### src/design/xc_config.svh
// --------------------
// correlator sizes
// --------------------
`ifndef XC_CONFIG_SVH
`define XC_CONFIG_SVH

// input lines and lags
`define XC_NUM_LINES 4
`define XC_MAX_LAG 2

// one counter word
`define XC_RESOLUTION 16

// 4 pulse + 8 auto + 6 pairs of 5 lags
`define XC_NUM_PAIRS 6
`define XC_NUM_COUNTS 42
`define XC_LEN_WIDTH 16

`endif

### src/design/xc_types_pkg.sv
// --------------------
// correlator types
// --------------------
`default_nettype none
`include "xc_config.svh"

package xc_types_pkg;

	// auto lags per line, cross lags per pair
	localparam int num_auto = `XC_NUM_LINES * `XC_MAX_LAG;
	localparam int cross_span = 2 * `XC_MAX_LAG + 1;

	typedef logic [`XC_RESOLUTION-1:0] count_t;

	typedef struct packed {
		logic [`XC_NUM_LINES-1:0] tap0;
		logic [`XC_NUM_LINES-1:0] tap1;
		logic [`XC_NUM_LINES-1:0] tap2;
	} taps_t;

	// pulse 0..3, auto 4..11, cross 12..41
	typedef count_t [`XC_NUM_COUNTS-1:0] count_vec_t;

	typedef struct packed {
		logic start;
		logic [`XC_LEN_WIDTH-1:0] int_len;
		logic [`XC_NUM_LINES-1:0] invert;
	} xc_ctrl_t;

	typedef struct packed {
		logic busy;
		logic done;
		logic [15:0] checksum;
	} xc_status_t;

	typedef enum logic [2:0] {
		st_idle,
		st_clear,
		st_integrate,
		st_checksum,
		st_done
	} xc_state_e;

endpackage

`default_nettype wire

### src/design/xc_axil_pkg.sv
// --------------------
// AXI4-Lite types
// --------------------
`default_nettype none

package xc_axil_pkg;

	localparam int axil_addr_w = 12;
	localparam int axil_data_w = 32;

	typedef enum logic [1:0] {
		OKAY = 2'b00,
		SLVERR = 2'b10
	} axil_resp_e;

	// master side
	typedef struct packed {
		logic awvalid;
		logic [axil_addr_w-1:0] awaddr;
		logic wvalid;
		logic [axil_data_w-1:0] wdata;
		logic [axil_data_w/8-1:0] wstrb;
		logic bready;
		logic arvalid;
		logic [axil_addr_w-1:0] araddr;
		logic rready;
	} axil_req_t;

	// slave side
	typedef struct packed {
		logic awready;
		logic wready;
		logic bvalid;
		axil_resp_e bresp;
		logic arready;
		logic rvalid;
		logic [axil_data_w-1:0] rdata;
		axil_resp_e rresp;
	} axil_rsp_t;

	// --------------------
	// register map
	localparam logic [axil_addr_w-1:0] reg_ctrl_addr = 12'h000;
	localparam logic [axil_addr_w-1:0] reg_status_addr = 12'h004;
	localparam logic [axil_addr_w-1:0] reg_len_addr = 12'h008;
	localparam logic [axil_addr_w-1:0] reg_invert_addr = 12'h00C;
	localparam logic [axil_addr_w-1:0] snap_base_addr = 12'h100;

endpackage

`default_nettype wire

### src/design/xc_delay_lines.sv
// --------------------
// input delay lines
// --------------------
`default_nettype none
`include "xc_config.svh"

module xc_delay_lines (
	input logic intclk,
	input logic rst_n,
	input logic [`XC_NUM_LINES-1:0] line_in,
	input logic [`XC_NUM_LINES-1:0] invert,
	output xc_types_pkg::taps_t taps
);

	logic [`XC_NUM_LINES-1:0] cond;

	// per-line polarity
	assign cond = line_in ^ invert;

	// runs every cycle, independent of the integration state
	always_ff @(posedge intclk) begin
		if (!rst_n) begin
			taps <= '0;
		end else begin
			taps.tap0 <= cond;
			taps.tap1 <= taps.tap0;
			taps.tap2 <= taps.tap1;
		end
	end

endmodule

`default_nettype wire

### src/design/xc_lag_counters.sv
// --------------------
// lag product counters
// --------------------
`default_nettype none
`include "xc_config.svh"

module xc_lag_counters (
	input logic intclk,
	input logic rst_n,
	input logic clear,
	input logic count_en,
	input xc_types_pkg::taps_t taps,
	output xc_types_pkg::count_vec_t counts
);

	localparam int nl = `XC_NUM_LINES;
	localparam int span = xc_types_pkg::cross_span;

	logic [nl-1:0] tap [0:`XC_MAX_LAG];
	logic [nl-1:0] pulse_hit;
	logic [xc_types_pkg::num_auto-1:0] auto_hit;
	logic [`XC_NUM_PAIRS*span-1:0] cross_hit;
	logic [`XC_NUM_COUNTS-1:0] hit;

	assign tap[0] = taps.tap0;
	assign tap[1] = taps.tap1;
	assign tap[2] = taps.tap2;

	// --------------------
	// one-bit products
	for (genvar a = 0; a < nl; a++) begin : g_line
		assign pulse_hit[a] = tap[0][a];

		for (genvar k = 1; k <= `XC_MAX_LAG; k++) begin : g_auto
			assign auto_hit[a*`XC_MAX_LAG + k - 1] = tap[0][a] & tap[k][a];
		end

		for (genvar b = a + 1; b < nl; b++) begin : g_pair
			// pairs run (0,1) (0,2) (0,3) (1,2) ...
			localparam int p = a * (2 * nl - a - 1) / 2 + (b - a - 1);

			for (genvar d = 0; d < span; d++) begin : g_lag
				localparam int lag = d - `XC_MAX_LAG;
				if (lag >= 0) begin : g_pos
					assign cross_hit[p*span + d] = tap[0][a] & tap[lag][b];
				end else begin : g_neg
					assign cross_hit[p*span + d] = tap[-lag][a] & tap[0][b];
				end
			end
		end
	end

	assign hit = {cross_hit, auto_hit, pulse_hit};

	// --------------------
	// saturating counters
	always_ff @(posedge intclk) begin
		if (!rst_n || clear) begin
			counts <= '0;
		end else if (count_en) begin
			for (int i = 0; i < `XC_NUM_COUNTS; i++) begin
				if (hit[i] && counts[i] != '1)
					counts[i] <= counts[i] + 1'b1;
			end
		end
	end

endmodule

`default_nettype wire

### src/design/xc_integration_ctrl.sv
// --------------------
// integration control
// --------------------
`default_nettype none
`include "xc_config.svh"

module xc_integration_ctrl (
	input logic intclk,
	input logic rst_n,
	input xc_types_pkg::xc_ctrl_t ctrl,
	input xc_types_pkg::count_vec_t counts,
	input logic [$clog2(`XC_NUM_COUNTS)-1:0] snap_index,
	output logic clear,
	output logic count_en,
	output xc_types_pkg::xc_status_t status,
	output xc_types_pkg::count_t snap_word
);

	localparam int iw = $clog2(`XC_NUM_COUNTS);
	localparam logic [iw-1:0] last_walk = iw'(`XC_NUM_COUNTS);

	xc_types_pkg::xc_state_e state;
	logic [`XC_LEN_WIDTH-1:0] len_left;
	logic [iw-1:0] walk;
	xc_types_pkg::count_vec_t snapshot;
	xc_types_pkg::count_t walk_word;
	logic [7:0] ck_l;
	logic [7:0] ck_h;
	logic [7:0] sum_l0;
	logic [7:0] sum_h0;
	logic [7:0] sum_l1;
	logic [7:0] sum_h1;

	assign clear = (state == xc_types_pkg::st_clear);
	assign count_en = (state == xc_types_pkg::st_integrate);

	// walk 0 copies the counts, walk 1..42 folds in word walk-1
	assign walk_word = (walk != '0) ? snapshot[walk - 1'b1] : '0;

	// low byte first, then high byte
	always_comb begin
		sum_l0 = ck_l + walk_word[7:0];
		sum_h0 = ck_h + sum_l0;
		sum_l1 = sum_l0 + walk_word[15:8];
		sum_h1 = sum_h0 + sum_l1;
	end

	always_ff @(posedge intclk) begin
		if (!rst_n) begin
			state <= xc_types_pkg::st_idle;
			len_left <= '0;
			walk <= '0;
			snapshot <= '0;
			ck_l <= '0;
			ck_h <= '0;
		end else begin
			case (state)
				xc_types_pkg::st_idle, xc_types_pkg::st_done: begin
					if (ctrl.start) begin
						state <= xc_types_pkg::st_clear;
						len_left <= ctrl.int_len;
						walk <= '0;
						ck_l <= '0;
						ck_h <= '0;
					end
				end
				xc_types_pkg::st_clear: begin
					if (len_left == '0)
						state <= xc_types_pkg::st_checksum;
					else
						state <= xc_types_pkg::st_integrate;
				end
				xc_types_pkg::st_integrate: begin
					len_left <= len_left - 1'b1;
					if (len_left == 1)
						state <= xc_types_pkg::st_checksum;
				end
				xc_types_pkg::st_checksum: begin
					if (walk == '0) begin
						snapshot <= counts;
					end else begin
						ck_l <= sum_l1;
						ck_h <= sum_h1;
					end
					if (walk == last_walk)
						state <= xc_types_pkg::st_done;
					walk <= walk + 1'b1;
				end
				default: state <= xc_types_pkg::st_idle;
			endcase
		end
	end

	assign status.busy = clear || count_en || (state == xc_types_pkg::st_checksum);
	assign status.done = (state == xc_types_pkg::st_done);
	assign status.checksum = {ck_h, ck_l};

	assign snap_word = (snap_index < last_walk) ? snapshot[snap_index] : '0;

endmodule

`default_nettype wire

### src/design/xc_axil_regs.sv
// --------------------
// AXI4-Lite registers
// --------------------
`default_nettype none
`include "xc_config.svh"

module xc_axil_regs (
	input logic intclk,
	input logic rst_n,
	input xc_axil_pkg::axil_req_t axil_req,
	output xc_axil_pkg::axil_rsp_t axil_rsp,
	input xc_types_pkg::xc_status_t status,
	input xc_types_pkg::count_t snap_word,
	output xc_types_pkg::xc_ctrl_t ctrl,
	output logic [$clog2(`XC_NUM_COUNTS)-1:0] snap_index
);

	localparam int iw = $clog2(`XC_NUM_COUNTS);
	localparam logic [9:0] snap_first = xc_axil_pkg::snap_base_addr[11:2];

	logic aw_ready;
	logic ar_ready;
	logic b_valid;
	logic r_valid;
	xc_axil_pkg::axil_resp_e b_resp;
	xc_axil_pkg::axil_resp_e r_resp;
	logic [31:0] r_data;
	logic wr_fire;
	logic rd_fire;
	logic [11:0] wr_addr;
	logic [11:0] rd_addr;
	logic [9:0] rd_off;
	logic rd_snap;
	logic [31:0] rd_value;
	xc_axil_pkg::axil_resp_e rd_resp;

	assign wr_fire = aw_ready & axil_req.awvalid & axil_req.wvalid;
	assign rd_fire = ar_ready & axil_req.arvalid;

	// byte offsets below a word are ignored
	assign wr_addr = {axil_req.awaddr[11:2], 2'b00};
	assign rd_addr = {axil_req.araddr[11:2], 2'b00};

	// snapshot window, index goes straight to the control block
	assign rd_off = axil_req.araddr[11:2] - snap_first;
	assign rd_snap = (axil_req.araddr[11:2] >= snap_first) &&
		(rd_off < 10'(`XC_NUM_COUNTS));
	assign snap_index = rd_off[iw-1:0];

	always_comb begin
		rd_value = '0;
		rd_resp = xc_axil_pkg::OKAY;
		case (rd_addr)
			xc_axil_pkg::reg_ctrl_addr: rd_value = '0;
			xc_axil_pkg::reg_status_addr:
				rd_value = {status.checksum, 14'b0, status.done, status.busy};
			xc_axil_pkg::reg_len_addr: rd_value = 32'(ctrl.int_len);
			xc_axil_pkg::reg_invert_addr: rd_value = 32'(ctrl.invert);
			default: begin
				if (rd_snap)
					rd_value = 32'(snap_word);
				else
					rd_resp = xc_axil_pkg::SLVERR;
			end
		endcase
	end

	// --------------------
	// handshakes and control
	always_ff @(posedge intclk) begin
		if (!rst_n) begin
			aw_ready <= 1'b0;
			b_valid <= 1'b0;
			ar_ready <= 1'b0;
			r_valid <= 1'b0;
			ctrl <= '0;
		end else begin
			ctrl.start <= 1'b0;
			aw_ready <= axil_req.awvalid && axil_req.wvalid && !aw_ready && !b_valid;
			ar_ready <= axil_req.arvalid && !ar_ready && !r_valid;

			if (wr_fire) begin
				b_valid <= 1'b1;
				case (wr_addr)
					xc_axil_pkg::reg_ctrl_addr:
						ctrl.start <= axil_req.wstrb[0] & axil_req.wdata[0];
					xc_axil_pkg::reg_len_addr: begin
						if (axil_req.wstrb[0])
							ctrl.int_len[7:0] <= axil_req.wdata[7:0];
						if (axil_req.wstrb[1])
							ctrl.int_len[15:8] <= axil_req.wdata[15:8];
					end
					xc_axil_pkg::reg_invert_addr: begin
						if (axil_req.wstrb[0])
							ctrl.invert <= axil_req.wdata[`XC_NUM_LINES-1:0];
					end
					default: ;
				endcase
			end else if (b_valid && axil_req.bready) begin
				b_valid <= 1'b0;
			end

			if (rd_fire)
				r_valid <= 1'b1;
			else if (r_valid && axil_req.rready)
				r_valid <= 1'b0;
		end
	end

	// response payloads
	always_ff @(posedge intclk) begin
		if (wr_fire) begin
			case (wr_addr)
				xc_axil_pkg::reg_ctrl_addr, xc_axil_pkg::reg_len_addr,
				xc_axil_pkg::reg_invert_addr: b_resp <= xc_axil_pkg::OKAY;
				default: b_resp <= xc_axil_pkg::SLVERR;
			endcase
		end
		if (rd_fire) begin
			r_data <= rd_value;
			r_resp <= rd_resp;
		end
	end

	assign axil_rsp.awready = aw_ready;
	assign axil_rsp.wready = aw_ready;
	assign axil_rsp.bvalid = b_valid;
	assign axil_rsp.bresp = b_resp;
	assign axil_rsp.arready = ar_ready;
	assign axil_rsp.rvalid = r_valid;
	assign axil_rsp.rdata = r_data;
	assign axil_rsp.rresp = r_resp;

endmodule

`default_nettype wire

### src/design/xc_correlator_top.sv
// --------------------
// correlator top
// --------------------
`default_nettype none
`include "xc_config.svh"

module xc_correlator_top (
	input logic intclk,
	input logic rst_n,
	input logic [`XC_NUM_LINES-1:0] line_in,
	input xc_axil_pkg::axil_req_t axil_req,
	output xc_axil_pkg::axil_rsp_t axil_rsp
);

	xc_types_pkg::xc_ctrl_t ctrl;
	xc_types_pkg::xc_status_t status;
	xc_types_pkg::taps_t taps;
	xc_types_pkg::count_vec_t counts;
	xc_types_pkg::count_t snap_word;
	logic [$clog2(`XC_NUM_COUNTS)-1:0] snap_index;
	logic clear;
	logic count_en;

	xc_delay_lines xc_delay_lines_i (
		.intclk(intclk),
		.rst_n(rst_n),
		.line_in(line_in),
		.invert(ctrl.invert),
		.taps(taps)
	);

	xc_lag_counters xc_lag_counters_i (
		.intclk(intclk),
		.rst_n(rst_n),
		.clear(clear),
		.count_en(count_en),
		.taps(taps),
		.counts(counts)
	);

	xc_integration_ctrl xc_integration_ctrl_i (
		.intclk(intclk),
		.rst_n(rst_n),
		.ctrl(ctrl),
		.counts(counts),
		.snap_index(snap_index),
		.clear(clear),
		.count_en(count_en),
		.status(status),
		.snap_word(snap_word)
	);

	xc_axil_regs xc_axil_regs_i (
		.intclk(intclk),
		.rst_n(rst_n),
		.axil_req(axil_req),
		.axil_rsp(axil_rsp),
		.status(status),
		.snap_word(snap_word),
		.ctrl(ctrl),
		.snap_index(snap_index)
	);

endmodule

`default_nettype wire

### config.mk
export PLATFORM = sky130hd
export DESIGN_NAME = xc_correlator_top
export DESIGN_NICKNAME = d
export VERILOG_FILES = /design/src/design/xc_types_pkg.sv /design/src/design/xc_axil_pkg.sv /design/src/design/xc_delay_lines.sv /design/src/design/xc_lag_counters.sv /design/src/design/xc_integration_ctrl.sv /design/src/design/xc_axil_regs.sv /design/src/design/xc_correlator_top.sv
export VERILOG_INCLUDE_DIRS = /design/src /design/src/design
export SDC_FILE = /design/constraint.sdc
export NUM_CORES = 2
export LEC_CHECK = 0
export ABC_AREA = 1
export BUFFER_PORTS_ARGS = -buffer_cell sky130_fd_sc_hd__buf_2
export CAP_MARGIN = 10
export CORE_MARGIN = 2
export CORE_UTILIZATION = 25
export CTS_CLUSTER_DIAMETER = 60
export DETAILED_ROUTE_END_ITERATION = 8
export RECOVER_POWER = 50
export SLEW_MARGIN = 20
export SYNTH_ARGS = -nofsm -noshare
export SYNTH_HDL_FRONTEND = slang
export SYNTH_SLANG_ARGS = --single-unit
export TNS_END_PERCENT = 50
### constraint.sdc
create_clock -name intclk -period 20.1 [get_ports intclk]
set_clock_uncertainty 0.05 [all_clocks]
set_input_delay 1.005 -clock intclk [delete_from_list [all_inputs] [get_ports intclk]]
set_output_delay 1.005 -clock intclk [all_outputs]
set_load 0.005 [all_outputs]
# Word-level counts from Yosys, hierarchy flattened
# Cells that the tools add are included.
# W data, S select, Z words.
dict set report classes {
  n_addsub 50
  n_mul 0
  div_mod_pow 0
  n_lt_le_gt_ge 5
  eq_ne 57
  shifts 0
  mux 28
  n_bitwise 43
  n_reduce_logical 122
}
# cell n
set op_table {}
lappend op_table {{$add A16 B1 Y16 const B} 42}
lappend op_table {{$ne A16 B16 Y1 const B} 42}
lappend op_table {{$bmux W16 S6} 2}
lappend op_table {{$pmux W32 S4} 1}
lappend op_table {{$mux W16} 6}
lappend op_table {{$reduce_and A2 Y1} 45}
lappend op_table {{$logic_and A1 B1 Y1} 50}
lappend op_table {{$and A1 B1 Y1} 42}
lappend op_table {{$eq A10 B2 Y1 const B} 4}
lappend op_table {{$add A8 B8 Y8} 4}
lappend op_table {{$pmux W16 S2} 1}
lappend op_table {{$pmux W8 S2} 2}
lappend op_table {{$logic_not A12 Y1} 2}
lappend op_table {{$mux W8} 3}
lappend op_table {{$reduce_and A3 Y1} 6}
lappend op_table {{$eq A16 B1 Y1 const B} 1}
lappend op_table {{$logic_not A16 Y1} 1}
lappend op_table {{$sub A16 B1 Y16 const B} 1}
lappend op_table {{$lt A6 B7 Y1 const B} 2}
lappend op_table {{$pmux W3 S4} 1}
lappend op_table {{$pmux W6 S2} 1}
lappend op_table {{$eq A10 B1 Y1 const B} 1}
lappend op_table {{$ge A10 B7 Y1 const B} 1}
lappend op_table {{$lt A10 B6 Y1 const B} 1}
lappend op_table {{other kinds (24)} 43}
dict set report totals {
  ff_bits 1458
  latchBits 0
  mem_bits_rw 0
  mem_bits_ro 0
  output_inout_bits 41
  memories 0
}

# Longest topological paths before layout
dict set report depth {
  depth_word 9
  ltp_mapped 40
  mapped_depth_nobuf 34
}

# Hierarchy
# A second synthesis with hierarchy kept.
dict set report unflattened {
  hier_cells 13129
  area_unflattened_um2 81972.4
}
# mod n_inst cells_each area_per_inst_um2 seq_area_each_um2
set modules_own_cells {}
lappend modules_own_cells {xc_lag_counters 1 7065 40656.5 13452.9}
lappend modules_own_cells {xc_integration_ctrl 1 5698 38177.9 14273.7}
lappend modules_own_cells {xc_axil_regs 1 321 2756.4 1521.5}
lappend modules_own_cells {xc_delay_lines 1 45 381.6 240.2}

# Least setup slack after synthesis
# Ideal clock, no wire load.
dict set report synth_timing {
  path_type {flip-flop to flip-flop}
  start {reg xc_integration_ctrl_i.walk[0]}
  end {reg xc_integration_ctrl_i.ck_h[7]}
  setup_ps 132
  arrival_ps 6301
  required_time_ps 19918
  slack_ps 13617
  stages_incl_launch_ff 38
  n_path_buf 7
  period_less_slack_ps 6483
  cell_sequence {dfxtp_1 inv_2 buf_4 buf_2 buf_2 buf_2 ha_1 buf_2 inv_2 buf_2 buf_2 o21ai_0 a21oi_1 nor3_1 o311ai_0 nand2_1 nand3_1 inv_1 [2 not listed] inv_1 fa_1 nand3b_1 and2_1 xor2_1 fa_1 inv_1 ha_1 a21o_1 a31oi_1 nor2_1 nor2_1 nor2_1 nor2_1 xor2_1 nand3_1 nand3_1 a21oi_1}
}
dict set report synth_via {
  elab_chain_cells 9
  word_cells_on_any_way 14
  cone_classes {add/sub (5); eq/ne (1); mux (5); reduce/logical (3)}
}
# element line
set synth_lines {}
lappend synth_lines {{start: declaration} xc_integration_ctrl.sv:24} ;# logic [iw-1:0] walk;
lappend synth_lines {{start signal: assignment} xc_integration_ctrl.sv:87} ;# walk <= walk + 1'b1;
lappend synth_lines {{$sub A6 B1 Y6} xc_integration_ctrl.sv:38} ;# assign walk_word = (walk != '0) ? snapshot[walk - 1'b1] : '0;
lappend synth_lines {{$bmux W16 S6} xc_integration_ctrl.sv:38}
lappend synth_lines {{$mux W16 (not written as such)} xc_integration_ctrl.sv:38}
lappend synth_lines {{$mux W16} xc_integration_ctrl.sv:38}
lappend synth_lines {{$add A8 B8 Y8} xc_integration_ctrl.sv:42} ;# sum_l0 = ck_l + walk_word[7:0];
lappend synth_lines {{$add A8 B8 Y8 (on tied branches)} {xc_integration_ctrl.sv:43, xc_integration_ctrl.sv:44}}
lappend synth_lines {{$add A8 B8 Y8} xc_integration_ctrl.sv:45} ;# sum_h1 = sum_h0 + sum_l1;
lappend synth_lines {{$mux W8} xc_integration_ctrl.sv:79} ;# if (walk == '0) begin
lappend synth_lines {{$pmux W8 S2} xc_integration_ctrl.sv:57} ;# case (state)
lappend synth_lines {{end signal: assignment} xc_integration_ctrl.sv:83} ;# ck_h <= sum_h1;
lappend synth_lines {{end: declaration} xc_integration_ctrl.sv:28} ;# logic [7:0] ck_h;
# Several ways; a longest one is shown, not always the timed one. The select of a mux whose other input is x is not followed.
# A chain may end at the register's enable or synchronous reset.

# Final worst setup path
dict set report layout_timing {
  start {in rst_n}
  end {reg xc_lag_counters_i.counts[209] (netlist bit)}
}
dict set report layout_via {
  elab_chain_cells 2
}
# element line
set layout_lines {}
lappend layout_lines {{start: declaration} xc_correlator_top.sv:9} ;# input logic rst_n,
lappend layout_lines {{$logic_not A1 Y1} -}
lappend layout_lines {{$logic_or A1 B1 Y1} xc_lag_counters.sv:58} ;# if (!rst_n || clear) begin
lappend layout_lines {{end signal: indexed assignment} xc_lag_counters.sv:63} ;# counts[i] <= counts[i] + 1'b1;
lappend layout_lines {{end: declaration} xc_lag_counters.sv:13} ;# output xc_types_pkg::count_vec_t counts
# No other way between the ends.

==> flow_summary.yaml <==
cts:
  postCtsSetupBuffers: 0
  hold_buffers: 0
  cts.sinks: 1456
  root_buffer: "clkbuf_16"
  post_cts_resized: 0
  cts_tree: "yes"
  clk_latency_ns: 0.84
  cts_made_buffers: 170
  h-tree-depth: 4
  cts_buffer_depth: 3
  path_clk_slew_ns: 0.06
finish:
  final_nets: 9642
  drive_above_1_share_pct: 6.218
  synthToLayoutAreaGrowth_pct: 13.03
pwr:
  p_clk_share_pct: 50.7
  p_sw_uw: 1527
  p_per_area_mw_per_mm2: 80.39
  combPwrFrac_pct: 3.8
  static-leakage-power_uw: 0.02790
  total_power_uw: 6426
  intPower_uw: 4899
  p_sw_share_pct: 23.77
  p_seq_share_pct: 45.5
  max-vdd-ir-drop_mv: 0.06259
critical_path:
  crit_chain: "clkbuf_1 -> nand2_1 -> clkinvlp_2 -> clkbuf_1 -> o21ai_0 -> a21oi_1"
  r2r-start: "xc_integration_ctrl_i.state[0]"
  critPathMaxFanout: 123
  crit_arrival_ns: 12.90
  r2r_end: "xc_lag_counters_i.counts[197]"
  crit_type: "in2reg"
  path_common_cell: "clkbuf_1"
  path_delay_family: "buffers and inverters"
  startpoint_type: "primary input"
  path_buf_inv: 3
  max_stage_delay_ns: 4.04
  cp_data_required_time_ns: 20.79
  r2r_setup_slack_ns: 9.15
  rr_worst_depth: 7
  cp-end-kind: "flip-flop"
  slowest_stage: "clkinvlp_2"
timing:
  fin_crit_sh_pct: 60.75
  maxSlewHeadroom_pct: -405.1
  period_minus_slack_ns: 12.21
  rsz0062_at_grt: "false"
  setup_tns_ns: 0
  setup_viol_count_final: 0
  hold_viol: 0
  whs_ns: 0.3765
  tightest_slew_ns: 7.576
  max_freq_mhz: 81.90
  drv_slew: 1347
routing:
  routed_via_density: 5.033
  routed-wl-met2_um: 103600
  routedWlPerCell_um: 18.13
  drc: 0
  wl_met1_um: 106700
  dr_wl_met3_um: 19670
  drt-initial-drc-count: 7899
  routed-via-count: 67340
  wl_um: 242600
  postRouteAntennaNets: 0
  highest_layer: "met5"
  dr.pass1.iters: 8
global_route:
  grt_first_pass_wirelength_um: 369000
  antenna_found_initial: 8
  first_global_vias: 60759
  grt.overflow.total: 0
  grt_max_degree: 280
  grtUsageTotal_pct: 16.25
die:
  row_count: 195
  die_h_um: 535.8
  coreArea_mm2: 0.2818
  fp.dieArea_mm2: 0.2871
  start_util_pct: 25.09
  die_w_um: 535.8
  io_pins: 112
yosys:
  async_reset_ff_share_pct: 0
  ys_seq_elements: 1456
  syn_area_per_cell_um2: 7.264
  synth_top_flop_cell: "dfxtp_1"
  synth_edf_count: 34
  synth_cells: 9734
  ys_types: 75
  ys_seq_area_share_pct: 41.70
  yosysWarnings: 0
  netlist_area_mm2: 0.07071
hold_path:
  hold_path_startpoint: "axil_req[64]"
  hold_path.class: "in2reg"
  whs_endpoint: "xc_axil_regs_i.aw_ready"
  hold_depth: 3
place:
  dp_hpwl_um: 166400
  gp_congestion: 0.9352
  port_buffers: 87
job:
  maxCapViolations: 19
outcome:
  status: "complete, but fails checks"
  violations: "max-capacitance violations, max-slew violations"
[flip-flops by register name, indices dropped and copies added, names as in the netlist]
register and count:
xc_axil_regs_i.ar_ready 1, xc_axil_regs_i.aw_ready 1, xc_axil_regs_i.b_resp 1, xc_axil_regs_i.b_valid 1, xc_axil_regs_i.ctrl 21, xc_axil_regs_i.r_data 32
xc_axil_regs_i.r_resp 1, xc_axil_regs_i.r_valid 1, xc_delay_lines_i.taps 12, xc_integration_ctrl_i.ck_h 8, xc_integration_ctrl_i.ck_l 8, xc_integration_ctrl_i.len_left 16
xc_integration_ctrl_i.snapshot 672, xc_integration_ctrl_i.state 3, xc_integration_ctrl_i.walk 6, xc_lag_counters_i.counts 672
[metrics by stage]
step | setup slack, ns | util [%] | cells | instance area, um2
detailed placement | 11.69 | 26.31 | 13064 | 74130
global placement | 11.63 | 26.31 | 13064 | 74130
finish | 7.889 | 28.36 | 13381 | 79930
global route | 7.106 | 28.36 | 13381 | 79930
floorplan | 13.62 | - | 9735 | 70720
CTS | 11.66 | 28.39 | 13376 | 80020
[area by class of cell]
cell class / count / area (um2)
Multi-Input combinational cell: 6723 / 35190
Antenna cell: 4 / 10.01
Tap cell: 3743 / 4683
Inverter: 989 / 3769
Sequential cell: 1456 / 29490
Timing Repair Buffer: 154 / 902.1
Clock buffer: 238 / 4933
Clock inverter: 74 / 952.2
Fill cell: 30530 / 201900
[synthesized netlist by cell type, drive strengths merged, types with 91 or more instances]
master	instances	area (um2)
nand3	402	2162
dfxtp	1422	28470
a22oi	385	2890
clkbuf	367	1378
nor3	218	1284
o21ai	1178	5896
inv	979	3680
buf	200	1011
nor4	119	805.8
nor3b	91	683.2
nor2	788	3139
nand4	140	933.4
nand2	1481	5640
a21oi	1373	6883
[layout by cell type (no fill, tap or decap), drive strengths merged, types with 91 or more instances in the layout]
cell,count
dfxtp,1422
o21ai,1178
clkbuf,290
buf,102
nor3b,91
nand3,402
a22oi,385
inv,997
a21oi,1373
nor4,119
nand2,1481
nor2,788
nand4,140
nor3,218
[worst reg2reg max path, stage by stage (launching register included)]
cell        delay (ns)
dfxtp_1           0.35
inv_1             0.11
nor3_1            0.35
inv_1             0.08
nand2_1           1.60
clkinvlp_2        5.10
clkbuf_1          2.30
and3_1            0.84
[power groups by stage]
stage | logic, uW | clock network, uW | registers, uW
finish | 244 | 3260 | 2920
global route | 263 | 3420 | 2920
CTS | 235 | 3310 | 2920
detailed placement | 234 | 0 | 2990
global placement | 233 | 0 | 2990
floorplan | 155 | 0 | 2980
[how the worst max path moves through the flow]
stage	depth (start not counted)	slack, ns	end	start
after detailed placement	32	11.69	xc_integration_ctrl_i.ck_h[7]	xc_integration_ctrl_i.walk[0]
after CTS	32	11.66	xc_integration_ctrl_i.ck_h[7]	xc_integration_ctrl_i.walk[0]
after global placement	32	11.63	xc_integration_ctrl_i.ck_h[7]	xc_integration_ctrl_i.walk[0]
after floorplan	37	13.62	xc_integration_ctrl_i.ck_h[7]	xc_integration_ctrl_i.walk[0]
after global routing	6	7.11	xc_lag_counters_i.counts[195]	rst_n
final	6	7.89	xc_lag_counters_i.counts[209]	rst_n
[metal layers]
metal | up-vias | global-route usage, %
met4 | 4 | 7.782
met5 | - | 0
li1 | 32892 | -
met1 | 31358 | 22.14
met3 | 533 | 3.050
met2 | 2553 | 24.55
[kinds of logic (layout without fill, tap and decap cells)]
logic type      count (synthesis)  after routing  share of synthesized area, %
fa+ha+maj                      77             77                         1.458
buf+inv                      1556           1455                         8.663
compound gates               3204           3204                         25.24
mux                            12             12                        0.1699
other cells                     1              6                      0.005303
xor+xnor                       97             97                         1.212
simple gates                 3331           3331                         21.55
flops                        1456           1456                         41.70
(Power assumes the default switching activity.)
